[src/proc16_defines.svh]
/*
 * Core sizes for proc16. REG_CNT must be a power of two.
 * The PC counts words and wraps at 2**PC_W.
 */
`ifndef PROC16_DEFINES_SVH
`define PROC16_DEFINES_SVH

// Data path and instruction width
`define PROC16_WORD_W 16

// General purpose registers
`define PROC16_REG_CNT 8

// Instruction address bits, word addressed
`define PROC16_PC_W 8

// Data memory words, addresses wrap modulo this size
`define PROC16_DMEM_DEPTH 256

`endif

[src/isaPkg.sv]
/*
 * proc16 instruction encoding. Opcode in bits 15..11.
 * Unlisted opcodes execute as NOP.
 */
`default_nettype none
`include "proc16_defines.svh"

package isaPkg;

   typedef logic [`PROC16_WORD_W-1:0] wordT;
   typedef logic [`PROC16_WORD_W-1:0] instrT;
   typedef logic [$clog2(`PROC16_REG_CNT)-1:0] regIdxT;
   typedef logic [`PROC16_PC_W-1:0] pcT;

   typedef enum logic [4:0] {
      OP_HALT = 5'd0,
      OP_NOP  = 5'd1,
      OP_ADD,
      OP_SUB,
      OP_AND,
      OP_XOR,
      OP_ADDI,
      OP_LD,
      OP_ST,
      OP_LBI
   } opcodeE;

   // Field positions
   localparam int opcHi = 15;
   localparam int opcLo = 11;
   localparam int rsLo = 8;
   localparam int rtLo = 5;
   localparam int rdLo = 2;
   localparam int imm5Hi = 4;
   localparam int imm8Hi = 7;

   localparam instrT nopInstr = {OP_NOP, {opcLo{1'b0}}};

   function automatic opcodeE opcodeOf(input instrT i);
      return opcodeE'(i[opcHi:opcLo]);
   endfunction

   // rs field, also the LBI destination
   function automatic regIdxT rsOf(input instrT i);
      return i[rsLo +: $bits(regIdxT)];
   endfunction

   // rt field, also the I-format destination and store source
   function automatic regIdxT rtOf(input instrT i);
      return i[rtLo +: $bits(regIdxT)];
   endfunction

   function automatic regIdxT rdOf(input instrT i);
      return i[rdLo +: $bits(regIdxT)];
   endfunction

   function automatic wordT imm5Of(input instrT i);
      return wordT'($signed(i[imm5Hi:0]));
   endfunction

   function automatic wordT imm8Of(input instrT i);
      return wordT'($signed(i[imm8Hi:0]));
   endfunction

endpackage

`default_nettype wire

[src/pipePkg.sv]
/*
 * Pipeline control encodings shared by decode, hazard, execute
 * and memory. These are internal and not part of the ISA.
 */
`default_nettype none

package pipePkg;

   // PASSB hands the second operand through, used by LBI
   typedef enum logic [2:0] {
      ALU_ADD,
      ALU_SUB,
      ALU_AND,
      ALU_XOR,
      ALU_PASSB
   } aluOpE;

   // Source of the value written back
   typedef enum logic {
      WB_ALU,
      WB_MEM
   } wbSelE;

   // Source of an execute operand
   typedef enum logic [1:0] {
      FWD_REGFILE,
      FWD_EXMEM,
      FWD_MEMWB
   } fwdSelE;

endpackage

`default_nettype wire

[src/fetchStage.sv]
/*
 * PC and IF/ID register. instr must be valid in the same cycle
 * as instrAddr. PC freezes for good once haltSeen rises.
 */
`timescale 1ns/1ns
`default_nettype none

module fetchStage (
   input  wire logic          clk,
   input  wire logic          rst,
   input  wire logic          stall,
   input  wire logic          haltSeen,
   input  wire isaPkg::instrT instr,
   output isaPkg::pcT         instrAddr,
   output isaPkg::instrT      fetchedInstr
);
   import isaPkg::*;

   pcT pc;

   assign instrAddr = pc;

   always_ff @(posedge clk) begin
      if (rst) begin
         pc <= '0;
         fetchedInstr <= nopInstr;
      end else begin
         if (!stall && !haltSeen) begin
            pc <= pc + 1'b1;
         end
         // Squash whatever follows a HALT
         if (haltSeen) begin
            fetchedInstr <= nopInstr;
         end else if (!stall) begin
            fetchedInstr <= instr;
         end
      end
   end

endmodule

`default_nettype wire

[src/decodeStage.sv]
/*
 * Decoder, register file and ID/EX register. Register file is
 * write-through: a write is seen by a read in the same cycle.
 */
`timescale 1ns/1ns
`default_nettype none
`include "proc16_defines.svh"

module decodeStage (
   input  wire logic           clk,
   input  wire logic           rst,
   input  wire logic           stall,
   input  wire isaPkg::instrT  fetchedInstr,
   input  wire logic           wbEn,
   input  wire isaPkg::regIdxT wbIdx,
   input  wire isaPkg::wordT   wbValue,
   output pipePkg::aluOpE      exAluOp,
   output pipePkg::wbSelE      exWbSel,
   output isaPkg::regIdxT      exRs,
   output isaPkg::regIdxT      exRt,
   output isaPkg::regIdxT      exRd,
   output isaPkg::wordT        exOpA,
   output isaPkg::wordT        exOpB,
   output isaPkg::wordT        exImm,
   output isaPkg::wordT        exStoreData,
   output logic                exUseImm,
   output logic                exRegWrite,
   output logic                exLoad,
   output logic                exStore,
   output logic                exHalt,
   output logic                haltSeen
);
   import isaPkg::*;
   import pipePkg::*;

   wordT regs [`PROC16_REG_CNT];

   regIdxT rsIdx;
   regIdxT rtIdx;
   regIdxT dstIdx;
   wordT readA;
   wordT readB;
   wordT imm;
   aluOpE aluOp;
   wbSelE wbSel;
   logic useImm;
   logic regWrite;
   logic isLoad;
   logic isStore;
   logic isHalt;
   logic bubble;

   assign rsIdx = rsOf(fetchedInstr);
   assign rtIdx = rtOf(fetchedInstr);

   always_ff @(posedge clk) begin
      if (wbEn) begin
         regs[wbIdx] <= wbValue;
      end
   end

   // Bypass the writeback port onto both reads
   assign readA = (wbEn && wbIdx == rsIdx) ? wbValue : regs[rsIdx];
   assign readB = (wbEn && wbIdx == rtIdx) ? wbValue : regs[rtIdx];

   always_comb begin
      aluOp = ALU_ADD;
      wbSel = WB_ALU;
      useImm = 1'b0;
      regWrite = 1'b0;
      isLoad = 1'b0;
      isStore = 1'b0;
      isHalt = 1'b0;
      imm = imm5Of(fetchedInstr);
      dstIdx = rtIdx;
      case (opcodeOf(fetchedInstr))
         OP_ADD, OP_SUB, OP_AND, OP_XOR: begin
            regWrite = 1'b1;
            dstIdx = rdOf(fetchedInstr);
            case (opcodeOf(fetchedInstr))
               OP_SUB: aluOp = ALU_SUB;
               OP_AND: aluOp = ALU_AND;
               OP_XOR: aluOp = ALU_XOR;
               default: aluOp = ALU_ADD;
            endcase
         end
         OP_ADDI: begin
            useImm = 1'b1;
            regWrite = 1'b1;
         end
         OP_LD: begin
            useImm = 1'b1;
            regWrite = 1'b1;
            isLoad = 1'b1;
            wbSel = WB_MEM;
         end
         // Address is rs + imm5, data comes from the rt field
         OP_ST: begin
            useImm = 1'b1;
            isStore = 1'b1;
         end
         OP_LBI: begin
            aluOp = ALU_PASSB;
            useImm = 1'b1;
            regWrite = 1'b1;
            imm = imm8Of(fetchedInstr);
            dstIdx = rsIdx;
         end
         OP_HALT: isHalt = 1'b1;
         default: ;
      endcase
   end

   // Load-use stall and post-HALT squash both turn into a bubble
   assign bubble = stall || haltSeen;

   always_ff @(posedge clk) begin
      if (rst) begin
         exAluOp <= ALU_ADD;
         exWbSel <= WB_ALU;
         exRs <= '0;
         exRt <= '0;
         exRd <= '0;
         exOpA <= '0;
         exOpB <= '0;
         exImm <= '0;
         exStoreData <= '0;
         exUseImm <= 1'b0;
         exRegWrite <= 1'b0;
         exLoad <= 1'b0;
         exStore <= 1'b0;
         exHalt <= 1'b0;
         haltSeen <= 1'b0;
      end else begin
         exAluOp <= aluOp;
         exWbSel <= wbSel;
         exRs <= rsIdx;
         exRt <= rtIdx;
         exRd <= dstIdx;
         exOpA <= readA;
         exOpB <= readB;
         exImm <= imm;
         exStoreData <= isStore ? readB : '0;
         exUseImm <= useImm;
         exRegWrite <= regWrite && !bubble;
         exLoad <= isLoad && !bubble;
         exStore <= isStore && !bubble;
         exHalt <= isHalt && !bubble;
         haltSeen <= haltSeen || (isHalt && !bubble);
      end
   end

endmodule

`default_nettype wire

[src/hazardUnit.sv]
/*
 * Load-use stall and forwarding selects, purely combinational.
 * EX/MEM never holds a load with a consumer in ID/EX.
 */
`timescale 1ns/1ns
`default_nettype none

module hazardUnit (
   input  wire isaPkg::instrT  fetchedInstr,
   input  wire isaPkg::regIdxT exRd,
   input  wire logic           exRegWrite,
   input  wire logic           exLoad,
   input  wire isaPkg::regIdxT exRs,
   input  wire isaPkg::regIdxT exRt,
   input  wire isaPkg::regIdxT memRd,
   input  wire logic           memRegWrite,
   input  wire isaPkg::regIdxT wbIdx,
   input  wire logic           wbEn,
   output logic                stall,
   output pipePkg::fwdSelE     fwdA,
   output pipePkg::fwdSelE     fwdB
);
   import isaPkg::*;
   import pipePkg::*;

   logic readsRs;
   logic readsRt;

   always_comb begin
      readsRs = 1'b0;
      readsRt = 1'b0;
      case (opcodeOf(fetchedInstr))
         OP_ADD, OP_SUB, OP_AND, OP_XOR, OP_ST: begin
            readsRs = 1'b1;
            readsRt = 1'b1;
         end
         OP_ADDI, OP_LD: readsRs = 1'b1;
         default: ;
      endcase
   end

   // Load data is not ready until MEM/WB
   assign stall = exLoad && exRegWrite &&
                  ((readsRs && exRd == rsOf(fetchedInstr)) ||
                   (readsRt && exRd == rtOf(fetchedInstr)));

   // Youngest producer wins
   assign fwdA = (memRegWrite && memRd == exRs) ? FWD_EXMEM :
                 (wbEn && wbIdx == exRs)        ? FWD_MEMWB : FWD_REGFILE;
   assign fwdB = (memRegWrite && memRd == exRt) ? FWD_EXMEM :
                 (wbEn && wbIdx == exRt)        ? FWD_MEMWB : FWD_REGFILE;

endmodule

`default_nettype wire

[src/executeStage.sv]
/*
 * Forwarding muxes, ALU and EX/MEM register.
 * Arithmetic wraps modulo 2**16, there is no carry or flag.
 */
`timescale 1ns/1ns
`default_nettype none

module executeStage (
   input  wire logic            clk,
   input  wire logic            rst,
   input  wire pipePkg::aluOpE  exAluOp,
   input  wire pipePkg::wbSelE  exWbSel,
   input  wire isaPkg::regIdxT  exRd,
   input  wire isaPkg::wordT    exOpA,
   input  wire isaPkg::wordT    exOpB,
   input  wire isaPkg::wordT    exImm,
   input  wire isaPkg::wordT    exStoreData,
   input  wire logic            exUseImm,
   input  wire logic            exRegWrite,
   input  wire logic            exLoad,
   input  wire logic            exStore,
   input  wire logic            exHalt,
   input  wire pipePkg::fwdSelE fwdA,
   input  wire pipePkg::fwdSelE fwdB,
   input  wire isaPkg::wordT    wbValue,
   output isaPkg::wordT         memResult,
   output isaPkg::wordT         memStoreData,
   output isaPkg::regIdxT       memRd,
   output pipePkg::wbSelE       memWbSel,
   output logic                 memRegWrite,
   output logic                 memLoad,
   output logic                 memStore,
   output logic                 memHalt
);
   import isaPkg::*;
   import pipePkg::*;

   wordT srcA;
   wordT srcB;
   wordT storeVal;
   wordT aluB;
   wordT aluOut;

   function automatic wordT pickOperand(input fwdSelE sel, input wordT fromRegs,
                                        input wordT fromExMem, input wordT fromMemWb);
      case (sel)
         FWD_EXMEM: return fromExMem;
         FWD_MEMWB: return fromMemWb;
         default: return fromRegs;
      endcase
   endfunction

   assign srcA = pickOperand(fwdA, exOpA, memResult, wbValue);
   assign srcB = pickOperand(fwdB, exOpB, memResult, wbValue);
   // Store source sits in the rt slot, so it follows fwdB
   assign storeVal = pickOperand(fwdB, exStoreData, memResult, wbValue);
   assign aluB = exUseImm ? exImm : srcB;

   always_comb begin
      case (exAluOp)
         ALU_ADD: aluOut = srcA + aluB;
         ALU_SUB: aluOut = srcA - aluB;
         ALU_AND: aluOut = srcA & aluB;
         ALU_XOR: aluOut = srcA ^ aluB;
         default: aluOut = aluB;
      endcase
   end

   always_ff @(posedge clk) begin
      if (rst) begin
         memResult <= '0;
         memStoreData <= '0;
         memRd <= '0;
         memWbSel <= WB_ALU;
         memRegWrite <= 1'b0;
         memLoad <= 1'b0;
         memStore <= 1'b0;
         memHalt <= 1'b0;
      end else begin
         memResult <= aluOut;
         memStoreData <= storeVal;
         memRd <= exRd;
         memWbSel <= exWbSel;
         memRegWrite <= exRegWrite;
         memLoad <= exLoad;
         memStore <= exStore;
         memHalt <= exHalt;
      end
   end

endmodule

`default_nettype wire

[src/memoryStage.sv]
/*
 * Data memory and MEM/WB register. Word addressed, the address is
 * the low bits of the ALU result. Memory has no reset.
 */
`timescale 1ns/1ns
`default_nettype none
`include "proc16_defines.svh"

module memoryStage (
   input  wire logic           clk,
   input  wire logic           rst,
   input  wire isaPkg::wordT   memResult,
   input  wire isaPkg::wordT   memStoreData,
   input  wire isaPkg::regIdxT memRd,
   input  wire pipePkg::wbSelE memWbSel,
   input  wire logic           memRegWrite,
   input  wire logic           memLoad,
   input  wire logic           memStore,
   input  wire logic           memHalt,
   output logic                wbValid,
   output isaPkg::regIdxT      wbReg,
   output isaPkg::wordT        wbData,
   output logic                halted
);
   import isaPkg::*;
   import pipePkg::*;

   localparam int addrW = $clog2(`PROC16_DMEM_DEPTH);

   wordT dmem [`PROC16_DMEM_DEPTH];
   logic [addrW-1:0] memAddr;
   wordT loadWord;

   assign memAddr = memResult[addrW-1:0];
   assign loadWord = memLoad ? dmem[memAddr] : '0;

   always_ff @(posedge clk) begin
      if (memStore) begin
         dmem[memAddr] <= memStoreData;
      end
   end

   // Load data lands in MEM/WB at the end of this cycle
   always_ff @(posedge clk) begin
      if (rst) begin
         wbValid <= 1'b0;
         wbReg <= '0;
         wbData <= '0;
         halted <= 1'b0;
      end else begin
         wbValid <= memRegWrite;
         wbReg <= memRd;
         wbData <= (memWbSel == WB_MEM) ? loadWord : memResult;
         // Sticky until reset
         halted <= halted || memHalt;
      end
   end

endmodule

`default_nettype wire

[src/proc16.sv]
/*
 * proc16 top. instr must answer instrAddr combinationally.
 * wbValid pulses once per register write, halted stays up till rst.
 */
`timescale 1ns/1ns
`default_nettype none

module proc16 (
   input  wire logic          clk,
   input  wire logic          rst,
   input  wire isaPkg::instrT instr,
   output isaPkg::pcT         instrAddr,
   output logic               wbValid,
   output isaPkg::regIdxT     wbReg,
   output isaPkg::wordT       wbData,
   output logic               halted
);
   import isaPkg::*;
   import pipePkg::*;

   // IF/ID
   instrT fetchedInstr;

   // Hazard control
   logic stall;
   logic haltSeen;
   fwdSelE fwdA;
   fwdSelE fwdB;

   // ID/EX
   aluOpE exAluOp;
   wbSelE exWbSel;
   regIdxT exRs;
   regIdxT exRt;
   regIdxT exRd;
   wordT exOpA;
   wordT exOpB;
   wordT exImm;
   wordT exStoreData;
   logic exUseImm;
   logic exRegWrite;
   logic exLoad;
   logic exStore;
   logic exHalt;

   // EX/MEM
   wordT memResult;
   wordT memStoreData;
   regIdxT memRd;
   wbSelE memWbSel;
   logic memRegWrite;
   logic memLoad;
   logic memStore;
   logic memHalt;

   fetchStage uFetch (
      .clk(clk), .rst(rst), .stall(stall), .haltSeen(haltSeen),
      .instr(instr), .instrAddr(instrAddr), .fetchedInstr(fetchedInstr)
   );

   // MEM/WB outputs double as the register file write port
   decodeStage uDecode (
      .clk(clk), .rst(rst), .stall(stall), .fetchedInstr(fetchedInstr),
      .wbEn(wbValid), .wbIdx(wbReg), .wbValue(wbData),
      .exAluOp(exAluOp), .exWbSel(exWbSel),
      .exRs(exRs), .exRt(exRt), .exRd(exRd),
      .exOpA(exOpA), .exOpB(exOpB), .exImm(exImm), .exStoreData(exStoreData),
      .exUseImm(exUseImm), .exRegWrite(exRegWrite), .exLoad(exLoad),
      .exStore(exStore), .exHalt(exHalt), .haltSeen(haltSeen)
   );

   hazardUnit uHazard (
      .fetchedInstr(fetchedInstr),
      .exRd(exRd), .exRegWrite(exRegWrite), .exLoad(exLoad),
      .exRs(exRs), .exRt(exRt),
      .memRd(memRd), .memRegWrite(memRegWrite),
      .wbIdx(wbReg), .wbEn(wbValid),
      .stall(stall), .fwdA(fwdA), .fwdB(fwdB)
   );

   executeStage uExecute (
      .clk(clk), .rst(rst),
      .exAluOp(exAluOp), .exWbSel(exWbSel), .exRd(exRd),
      .exOpA(exOpA), .exOpB(exOpB), .exImm(exImm), .exStoreData(exStoreData),
      .exUseImm(exUseImm), .exRegWrite(exRegWrite), .exLoad(exLoad),
      .exStore(exStore), .exHalt(exHalt),
      .fwdA(fwdA), .fwdB(fwdB), .wbValue(wbData),
      .memResult(memResult), .memStoreData(memStoreData), .memRd(memRd),
      .memWbSel(memWbSel), .memRegWrite(memRegWrite), .memLoad(memLoad),
      .memStore(memStore), .memHalt(memHalt)
   );

   memoryStage uMemory (
      .clk(clk), .rst(rst),
      .memResult(memResult), .memStoreData(memStoreData), .memRd(memRd),
      .memWbSel(memWbSel), .memRegWrite(memRegWrite), .memLoad(memLoad),
      .memStore(memStore), .memHalt(memHalt),
      .wbValid(wbValid), .wbReg(wbReg), .wbData(wbData), .halted(halted)
   );

endmodule

`default_nettype wire

[config.mk]
export PLATFORM = sky130hd
export DESIGN_NAME = proc16
export DESIGN_NICKNAME = d
export VERILOG_FILES = /design/src/isaPkg.sv /design/src/pipePkg.sv /design/src/fetchStage.sv /design/src/decodeStage.sv /design/src/hazardUnit.sv /design/src/executeStage.sv /design/src/memoryStage.sv /design/src/proc16.sv
export VERILOG_INCLUDE_DIRS = /design/src
export SDC_FILE = /design/constraint.sdc
export NUM_CORES = 2
export LEC_CHECK = 0
export BUFFER_PORTS_ARGS = -buffer_cell sky130_fd_sc_hd__buf_4
export CAP_MARGIN = 20
export CORE_MARGIN = 1.5
export CORE_UTILIZATION = 57
export CTS_CLUSTER_DIAMETER = 100
export DETAILED_ROUTE_END_ITERATION = 10
export GPL_TIMING_DRIVEN = 0
export PLACE_DENSITY = 0.75
export SYNTH_ARGS = -nofsm -noshare
export SYNTH_HDL_FRONTEND = slang
export SYNTH_HIERARCHICAL = 1
export SYNTH_MEMORY_MAX_BITS = 65536
export SYNTH_SLANG_ARGS = --single-unit
[constraint.sdc]
create_clock -name clk -period 3.94 [get_ports clk]
set_input_delay 0 -clock clk [delete_from_list [all_inputs] [get_ports clk]]
set_output_delay 0 -clock clk [all_outputs]
set_load 0.01 [all_outputs]
# Word-level counts from Yosys, hierarchy flattened
# Memory sizes are Yosys's and may differ from the RTL's. A register that Yosys moved wholly into a read port is not among the register bits.
# Index checks and enable logic that the tools add are counted.
[classes]
reduce_logical = 30
add_sub_neg = 3
muxes = 30
n_eq_ne = 22
n_bitwise = 3
[op_table]
columns = ["operator", "n"]
rows = [
  ["16-bit one-hot mux with 2 select lines", 3],
  ["16-bit 2-to-1 mux", 5],
  ["16-bit one-hot mux with 4 select lines", 1],
  ["3-bit equality test", 7],
  ["5-bit by 3-bit equality test with 1-bit output, second input constant", 4],
  ["16-bit adder", 1],
  ["16-bit AND", 1],
  ["16-bit subtractor", 1],
  ["16-bit bitwise XOR", 1],
  ["1-bit logical AND", 14],
  ["7-bit OR reduction", 2],
  ["3-bit one-hot mux with 2 select lines", 2],
  ["1-bit 2-to-1 mux", 11],
  ["5-bit by 2-bit equality test with 1-bit output, second input constant", 2],
  ["5-bit by 4-bit equality test with 1-bit output, second input constant", 2],
  ["8-bit by 1-bit adder with 8-bit output, second input constant", 1],
  ["2-bit 2-to-1 mux", 4],
  ["8-bit 2-to-1 mux", 1],
  ["4-bit OR reduction", 2],
  ["3-bit by 2-bit equality test with 1-bit output, second input constant", 2],
  ["3-bit 2-to-1 mux", 2],
  ["2-bit one-hot mux with 3 select lines", 1],
  ["5-bit zero test", 1],
  ["5-bit OR reduction", 1],
  ["8 further kinds", 16],
]
[word_totals]
register_bits = 152
memories = 2
output_inout_bits = 29
input_bits = 18
mem_bits_rw = 4224
elab_cells = 118
[mem_list]
columns = ["memory", "words", "word_bits", "rd", "rd_ports_with_merged_regs", "wr", "line_no", "rtl"]
rows = [
  ["uMemory.dmem", 256, 16, 1, 1, 1, "memoryStage.sv:30", "wordT dmem [`PROC16_DMEM_DEPTH];"],
  ["uDecode.regs", 8, 16, 2, 2, 1, "decodeStage.sv:36", "wordT regs [`PROC16_REG_CNT];"],
]

# Longest topological paths before layout
[depth]
depth_word = 10
ltp_mapped = 22
mapped_depth_nobuf = 20

# Cells and area by module
# Netlist, hierarchy kept.
[modules_own_cells]
columns = ["module", "cells_per_inst", "n_inst", "seq_area_each_um2", "area_per_inst_um2"]
rows = [
  ["memoryStage", 6906, 1, 123418.4, 157388.4],
  ["decodeStage", 515, 1, 5345.1, 8316.7],
  ["executeStage", 468, 1, 800.8, 3821.2],
  ["fetchStage", 94, 1, 480.5, 942.2],
  ["hazardUnit", 31, 1, 0.0, 255.2],
]

# Least setup slack after synthesis
# Ideal clock, no wire load.
[synth_timing]
path_type = "register -> register"
start = "register uMemory.wbReg[2]"
end = "register uExecute.memResult[15]"
n_path_buf = 2
period_less_slack_ns = 4.270
path_stages_with_launch = 23
setup_ns = 0.083
arrival_time_ns = 4.187
setup_slack_ns = -0.330
required_ns = 3.857
path_cell_list = "dfxtp_1 -> xnor2_1 -> nand4_1 -> nor2_1 -> inv_1 -> ha_1 -> buf_6 -> buf_8 -> a221oi_1 -> o31a_2 -> ha_1 -> nand2_1 -> o31ai_1 -> xor2_1 -> ha_1 -> and2_1 -> and3_1 -> o211ai_1 -> a31oi_1 -> a21o_1 -> a21oi_1 -> or4_1 -> o221ai_1"
[synth_via]
elab_chain_cells = 9
elab_cells_between_ends = 20
cone_classes = "add/sub: 2; eq/ne: 6; mux: 8; bitwise: 2; reduce/logical: 2"
[synth_lines]
columns = ["element", "line_no", "rtl"]
rows = [
  ["start: declaration", "memoryStage.sv:21", "output isaPkg::regIdxT wbReg,"],
  ["start signal: assignment", "memoryStage.sv:52", "wbReg <= memRd;"],
  ["3-bit equality test *", "hazardUnit.sv:51", "(wbEn && wbIdx == exRt) ? FWD_MEMWB : FWD_REGFILE;"],
  ["1-bit logical AND *", "hazardUnit.sv:51", ""],
  ["2-bit 2-to-1 mux *", "hazardUnit.sv:51", ""],
  ["2-bit 2-to-1 mux *", "hazardUnit.sv:50", "assign fwdB = (memRegWrite && memRd == exRt) ? FWD_EXMEM :"],
  ["net fwdB[1]", "proc16.sv:28", "fwdSelE fwdB;"],
  ["2-bit equality test / 2-bit by 1-bit equality test with 1-bit output (equally long branches)", "executeStage.sv:46", "case (sel)"],
  ["16-bit one-hot mux with 2 select lines *", "executeStage.sv:46", ""],
  ["16-bit 2-to-1 mux *", "executeStage.sv:57", "assign aluB = exUseImm ? exImm : srcB;"],
  ["16-bit subtractor (tied with other cells)", "executeStage.sv:62", "ALU_SUB: aluOut = srcA - aluB;"],
  ["16-bit one-hot mux with 4 select lines *", "executeStage.sv:60", "case (exAluOp)"],
  ["end signal: assignment", "executeStage.sv:80", "memResult <= aluOut;"],
  ["end: declaration", "executeStage.sv:26", "output isaPkg::wordT memResult,"],
]
# Mark *: on every way through the listed nets, which the timed path passes. The rest lies on a longest branch.
# A chain may end at the register's enable or synchronous reset.

# Worst setup path in the final report
[layout_timing]
start = "register uExecute.memRd[1]"
end = "register uExecute.memResult[15]"
[layout_via]
elab_chain_cells = 8
elab_cells_between_ends = 18
cone_classes = "add/sub: 2; eq/ne: 6; mux: 6; bitwise: 2; reduce/logical: 2"
[layout_lines]
columns = ["element", "line_no", "rtl"]
rows = [
  ["start: declaration", "executeStage.sv:28", "output isaPkg::regIdxT memRd,"],
  ["start signal: assignment", "executeStage.sv:82", "memRd <= exRd;"],
  ["3-bit equality test *", "hazardUnit.sv:50", ""],
  ["1-bit logical AND *", "hazardUnit.sv:50", ""],
  ["2-bit 2-to-1 mux *", "hazardUnit.sv:50", ""],
  ["net fwdB[0]", "proc16.sv:28", ""],
  ["2-bit equality test / 2-bit by 1-bit equality test with 1-bit output (equally long branches)", "executeStage.sv:46", ""],
  ["16-bit one-hot mux with 2 select lines *", "executeStage.sv:46", ""],
  ["16-bit 2-to-1 mux *", "executeStage.sv:57", ""],
  ["16-bit subtractor (tied with other cells)", "executeStage.sv:62", ""],
  ["16-bit one-hot mux with 4 select lines *", "executeStage.sv:60", ""],
]
# Marks and branches as above.

==> reports/results.md <==
- run status: finished, violations left
- violated checks: negative setup slack
- count of mapped cells out of synthesis: 8014
- number of endpoints with negative hold slack in the final report: 0
- final-report setup violation count: 842
- total via count in the routed design: 93310
- clock root buffer master: clkbuf_16
- Fillers: 17600
- global-route wire length before repair: 716.0 mm
- static leakage power: 63.77 nW
- CTS tree: built
- async set-or-reset flop fraction in the synthesized netlist: 0
- highest attainable clock frequency: 0.2142 GHz
- Synthesized Nets: 8073
- Num Clock Sinks: 4384
- fraction of final layout cells with drive strength greater than 1: 0.3335
- power density over the cells: 582.5 nW/µm²
- switch share: 0.2952
- Worst Setup End Kind: flip-flop
- global route total overflow: 0
- Worst Path Buf+Inv: 3
- internal power of the cells: 0.08240 W
- count of nets after finishing: 8970
- die area: 302800 µm²
- total of max-cap violations: 0
- power after layout: 0.1169 W
- cell with the largest stage delay on the worst path: or4_1
- cell mode on critical path: a21oi_2
- worst-case setup margin in the final layout: -0.7288 ns
- share of the clock period used by the worst path after layout: 1.185
- start-to-end type of the worst setup path: reg -> reg
- Synth Flop Type: edfxtp_1
- cells taking the most area after synthesis: edfxtp_1 (74%), mux4_2 (15%), dfxtp_1 (1.9%)
- initial antenna violation count: 26
- Routed Wire Length: 522.8 mm
- total half-perimeter wirelength after legalization and detailed placement: 336.7 mm
- max incr delay on CP: 0.49 ns
- Worst-Skew Late Latency: 0.99 ns
- clock group share of total power: 0.347
- yosys synthesis warning count: 6
- Worst Setup Start Kind: flip-flop
- worst setup slack after placement: -3.781 ns
- worst-margin pin slew: 1.269 ns
- maximum net fanout on the critical path: 10
- gate family responsible for the most delay along the worst path: simple AND/OR/NAND/NOR gates
- maximum vdd drop: 0.4672 mV
- most used cells in the layout excluding fill and tap cells: edfxtp_1 (4224), mux4_2 (1102), clkbuf_16 (430)
- Syn Std Cell Area: 170700 µm²
- count of port buffers added during placement: 46
- post-route clock skew: 0.05488 ns
- clock-pin slew on the worst setup and hold paths: 0.06 ns
- average size of a mapped cell: 21.30 µm²
- layout overhead on the synthesized area: 17.55%
- number of enable-type register cells in the synthesized netlist: 4224
- cell taking the most area after synthesis: edfxtp_1
- I/O pin cnt: 47
- Distinct cells, synth: 86
- maximum clock path buffer count: 4
- number of H-tree levels: 5
- register bit count reported by yosys: 4384
- effective utilization at floorplan: 0.5738
- Hold WC Path Type: in -> reg
- CP Data Arrival Time: 5.59 ns
- placeable core region: 297500 µm²
- Overall Global Routing Usage: 0.3439
- leading cell type in the layout, fill and taps excluded: edfxtp_1
- placed cell count: 12290
- power share of the combinational group: 0.211
- detailed-route vias per instance: 7.057
- Req. time, crit path: 4.86 ns
- final non-filler cell total: 13220
- sequential fraction of design power: 0.442
- routability congestion estimate: 1.022
- iteration-0 DRC count of the detailed router: 16380
- count of nets left with antenna violations after detail routing: 0
- Slew headroom: 0.1543
- Num CTS Buffers: 425
- net switching power of the design: 0.03451 W
- worst hold margin: 0.3516 ns
- clock period minus final worst setup slack: 4.669 ns
- number of remaining DRC errors: 0
- total negative slack for setup checks: -48.19 ns
- row count: 200
- share of the synthesized area in the top cell type: 0.7430
- via count of the first global-routing pass: 91550
- die width: 550.3 µm
- die span in y: 550.3 µm
- unrepaired setup endpoints after global routing: yes
- first-pass detailed-route iteration total: 6
- sequence of cells on the critical path: xnor2_1, and4_4, inv_2, ha_4, buf_12, a221oi_4, o31ai_4, nor4_4, nor3b_4, a21oi_2, xnor2_2, ha_1, and2_4, and3_1, o211ai_1, buf_4, a31oi_4, a21o_1, a21oi_2, or4_1, o221ai_2
- flop2flop setup slack: -0.73 ns
- sequential cell area fraction in the yosys report: 0.7617
- pin count of the biggest net entering global routing: 109
- wire per inst: 39.54 µm
- Slew Limit Fails: 0
[final cells by class]
cell class | instances | area, µm² | area share
plain buffers | 488 | 3580 | 0.01784
inverters | 22 | 87.58 | 0.0004364
multi-input cells | 3115 | 41320 | 0.2059
well taps | 3939 | 4928 | 0.02456
flip-flops and latches | 4384 | 130100 | 0.6484
clock buffers | 500 | 11020 | 0.05492
repair buffers | 475 | 6809 | 0.03393
clock inverters | 293 | 2786 | 0.01388
diodes | 7 | 17.52 | 0.00008729
[cells by family after synthesis]
| kind of cell | synth area share |
|---|---|
| buffers and inverters | 0.01417 |
| muxes | 0.1636 |
| and+or+nand+nor | 0.02581 |
| adders and majority gates | 0.003049 |
| AOI/OAI and AO/OA | 0.02896 |
| DFF | 0.7617 |
| xor gates and xnor gates | 0.002719 |
[cells in the mapped netlist (all sizes together) (10+ instances only)]
| cell type | instances |
|---|---|
| mux2 | 18 |
| buf | 258 |
| a211o | 16 |
| a22o | 32 |
| a211oi | 40 |
| edfxtp | 4224 |
| o31ai | 16 |
| clkbuf | 235 |
| a221oi | 80 |
| nor2 | 316 |
| nor3 | 88 |
| nand4 | 66 |
| o21ai | 50 |
| nand2 | 253 |
| ha | 40 |
| a21oi | 90 |
| mux2i | 290 |
| inv | 21 |
| o31a | 18 |
| mux4 | 1102 |
| nand3 | 83 |
| o22ai | 64 |
| o211ai | 40 |
| a22oi | 188 |
| dfxtp | 160 |
| xor2 | 10 |
| nor2b | 71 |
| xnor2 | 43 |
[power groups by stage]
stage	Combinational, W	Sequential [W]	Clock (W)
6_report	0.0247	0.0517	0.0405
5_1_grt	0.0247	0.0516	0.0424
4_1_cts	0.0230	0.0516	0.0407
3_5_place_dp	0.0214	0.0526	0
3_3_place_gp	0.0202	0.0531	0
2_1_floorplan	0.0115	0.0525	0
[routing by layer]
metal,vias to the layer above,track usage,share of wire
li1,35590,-,-
met1,48370,0.4640,0.34
met2,7801,0.5180,0.46
met3,1530,0.09282,0.14
met4,18,0.1845,0.068
met5,-,0,0.00042
[stage by stage]
stage	area (µm²)	util
final	200700	0.6745
after global routing	200700	0.6744
after CTS	199200	0.6695
after detailed placement	181700	0.6108
after global placement	176000	0.5916
after floorplan	170700	-
[worst min-delay path, delay by kind of cell]
family	cells	cell delay (ns)
simple gates	1	0.09
buf+inv	3	1.14
mux	1	0.06
[state kept, by name, summed over array words and instances (netlist names), 3 cells and up]
signal / count
uFetch/instrAddr: 8
uFetch/fetchedInstr: 16
uDecode/exOpB: 16
uDecode/exAluOp: 3
uExecute/memStoreData: 16
uExecute/memRd: 3
uMemory/wbReg: 3
uDecode/exRt: 3
uDecode/exOpA: 16
uDecode/exRs: 3
uMemory/dmem: 4096
uDecode/exStoreData: 16
uMemory/wbData: 16
uDecode/exImm: 8
uExecute/memResult: 16
uDecode/exRd: 3
uDecode/regs: 128
[path summary, 6_finish.rpt]
check,from,cells after the start,to
worst max register to register,uExecute/memRd[1],21,uExecute/memResult[15]
worst min-delay path,instr[3],5,uFetch/fetchedInstr[3]
worst min register to register,uExecute/memHalt,2,uMemory/halted
worst max-delay path,uExecute/memRd[1],21,uExecute/memResult[15]
[repair_timing]
action	in CTS	in global routing
setup endpoints to repair	4108	2131
endpoints found under the hold margin	107	0
pin swaps	71	78
hold buffers	35	0
gates resized for setup	670	326
setup buffers	64	36
(Power assumes the default switching activity.)
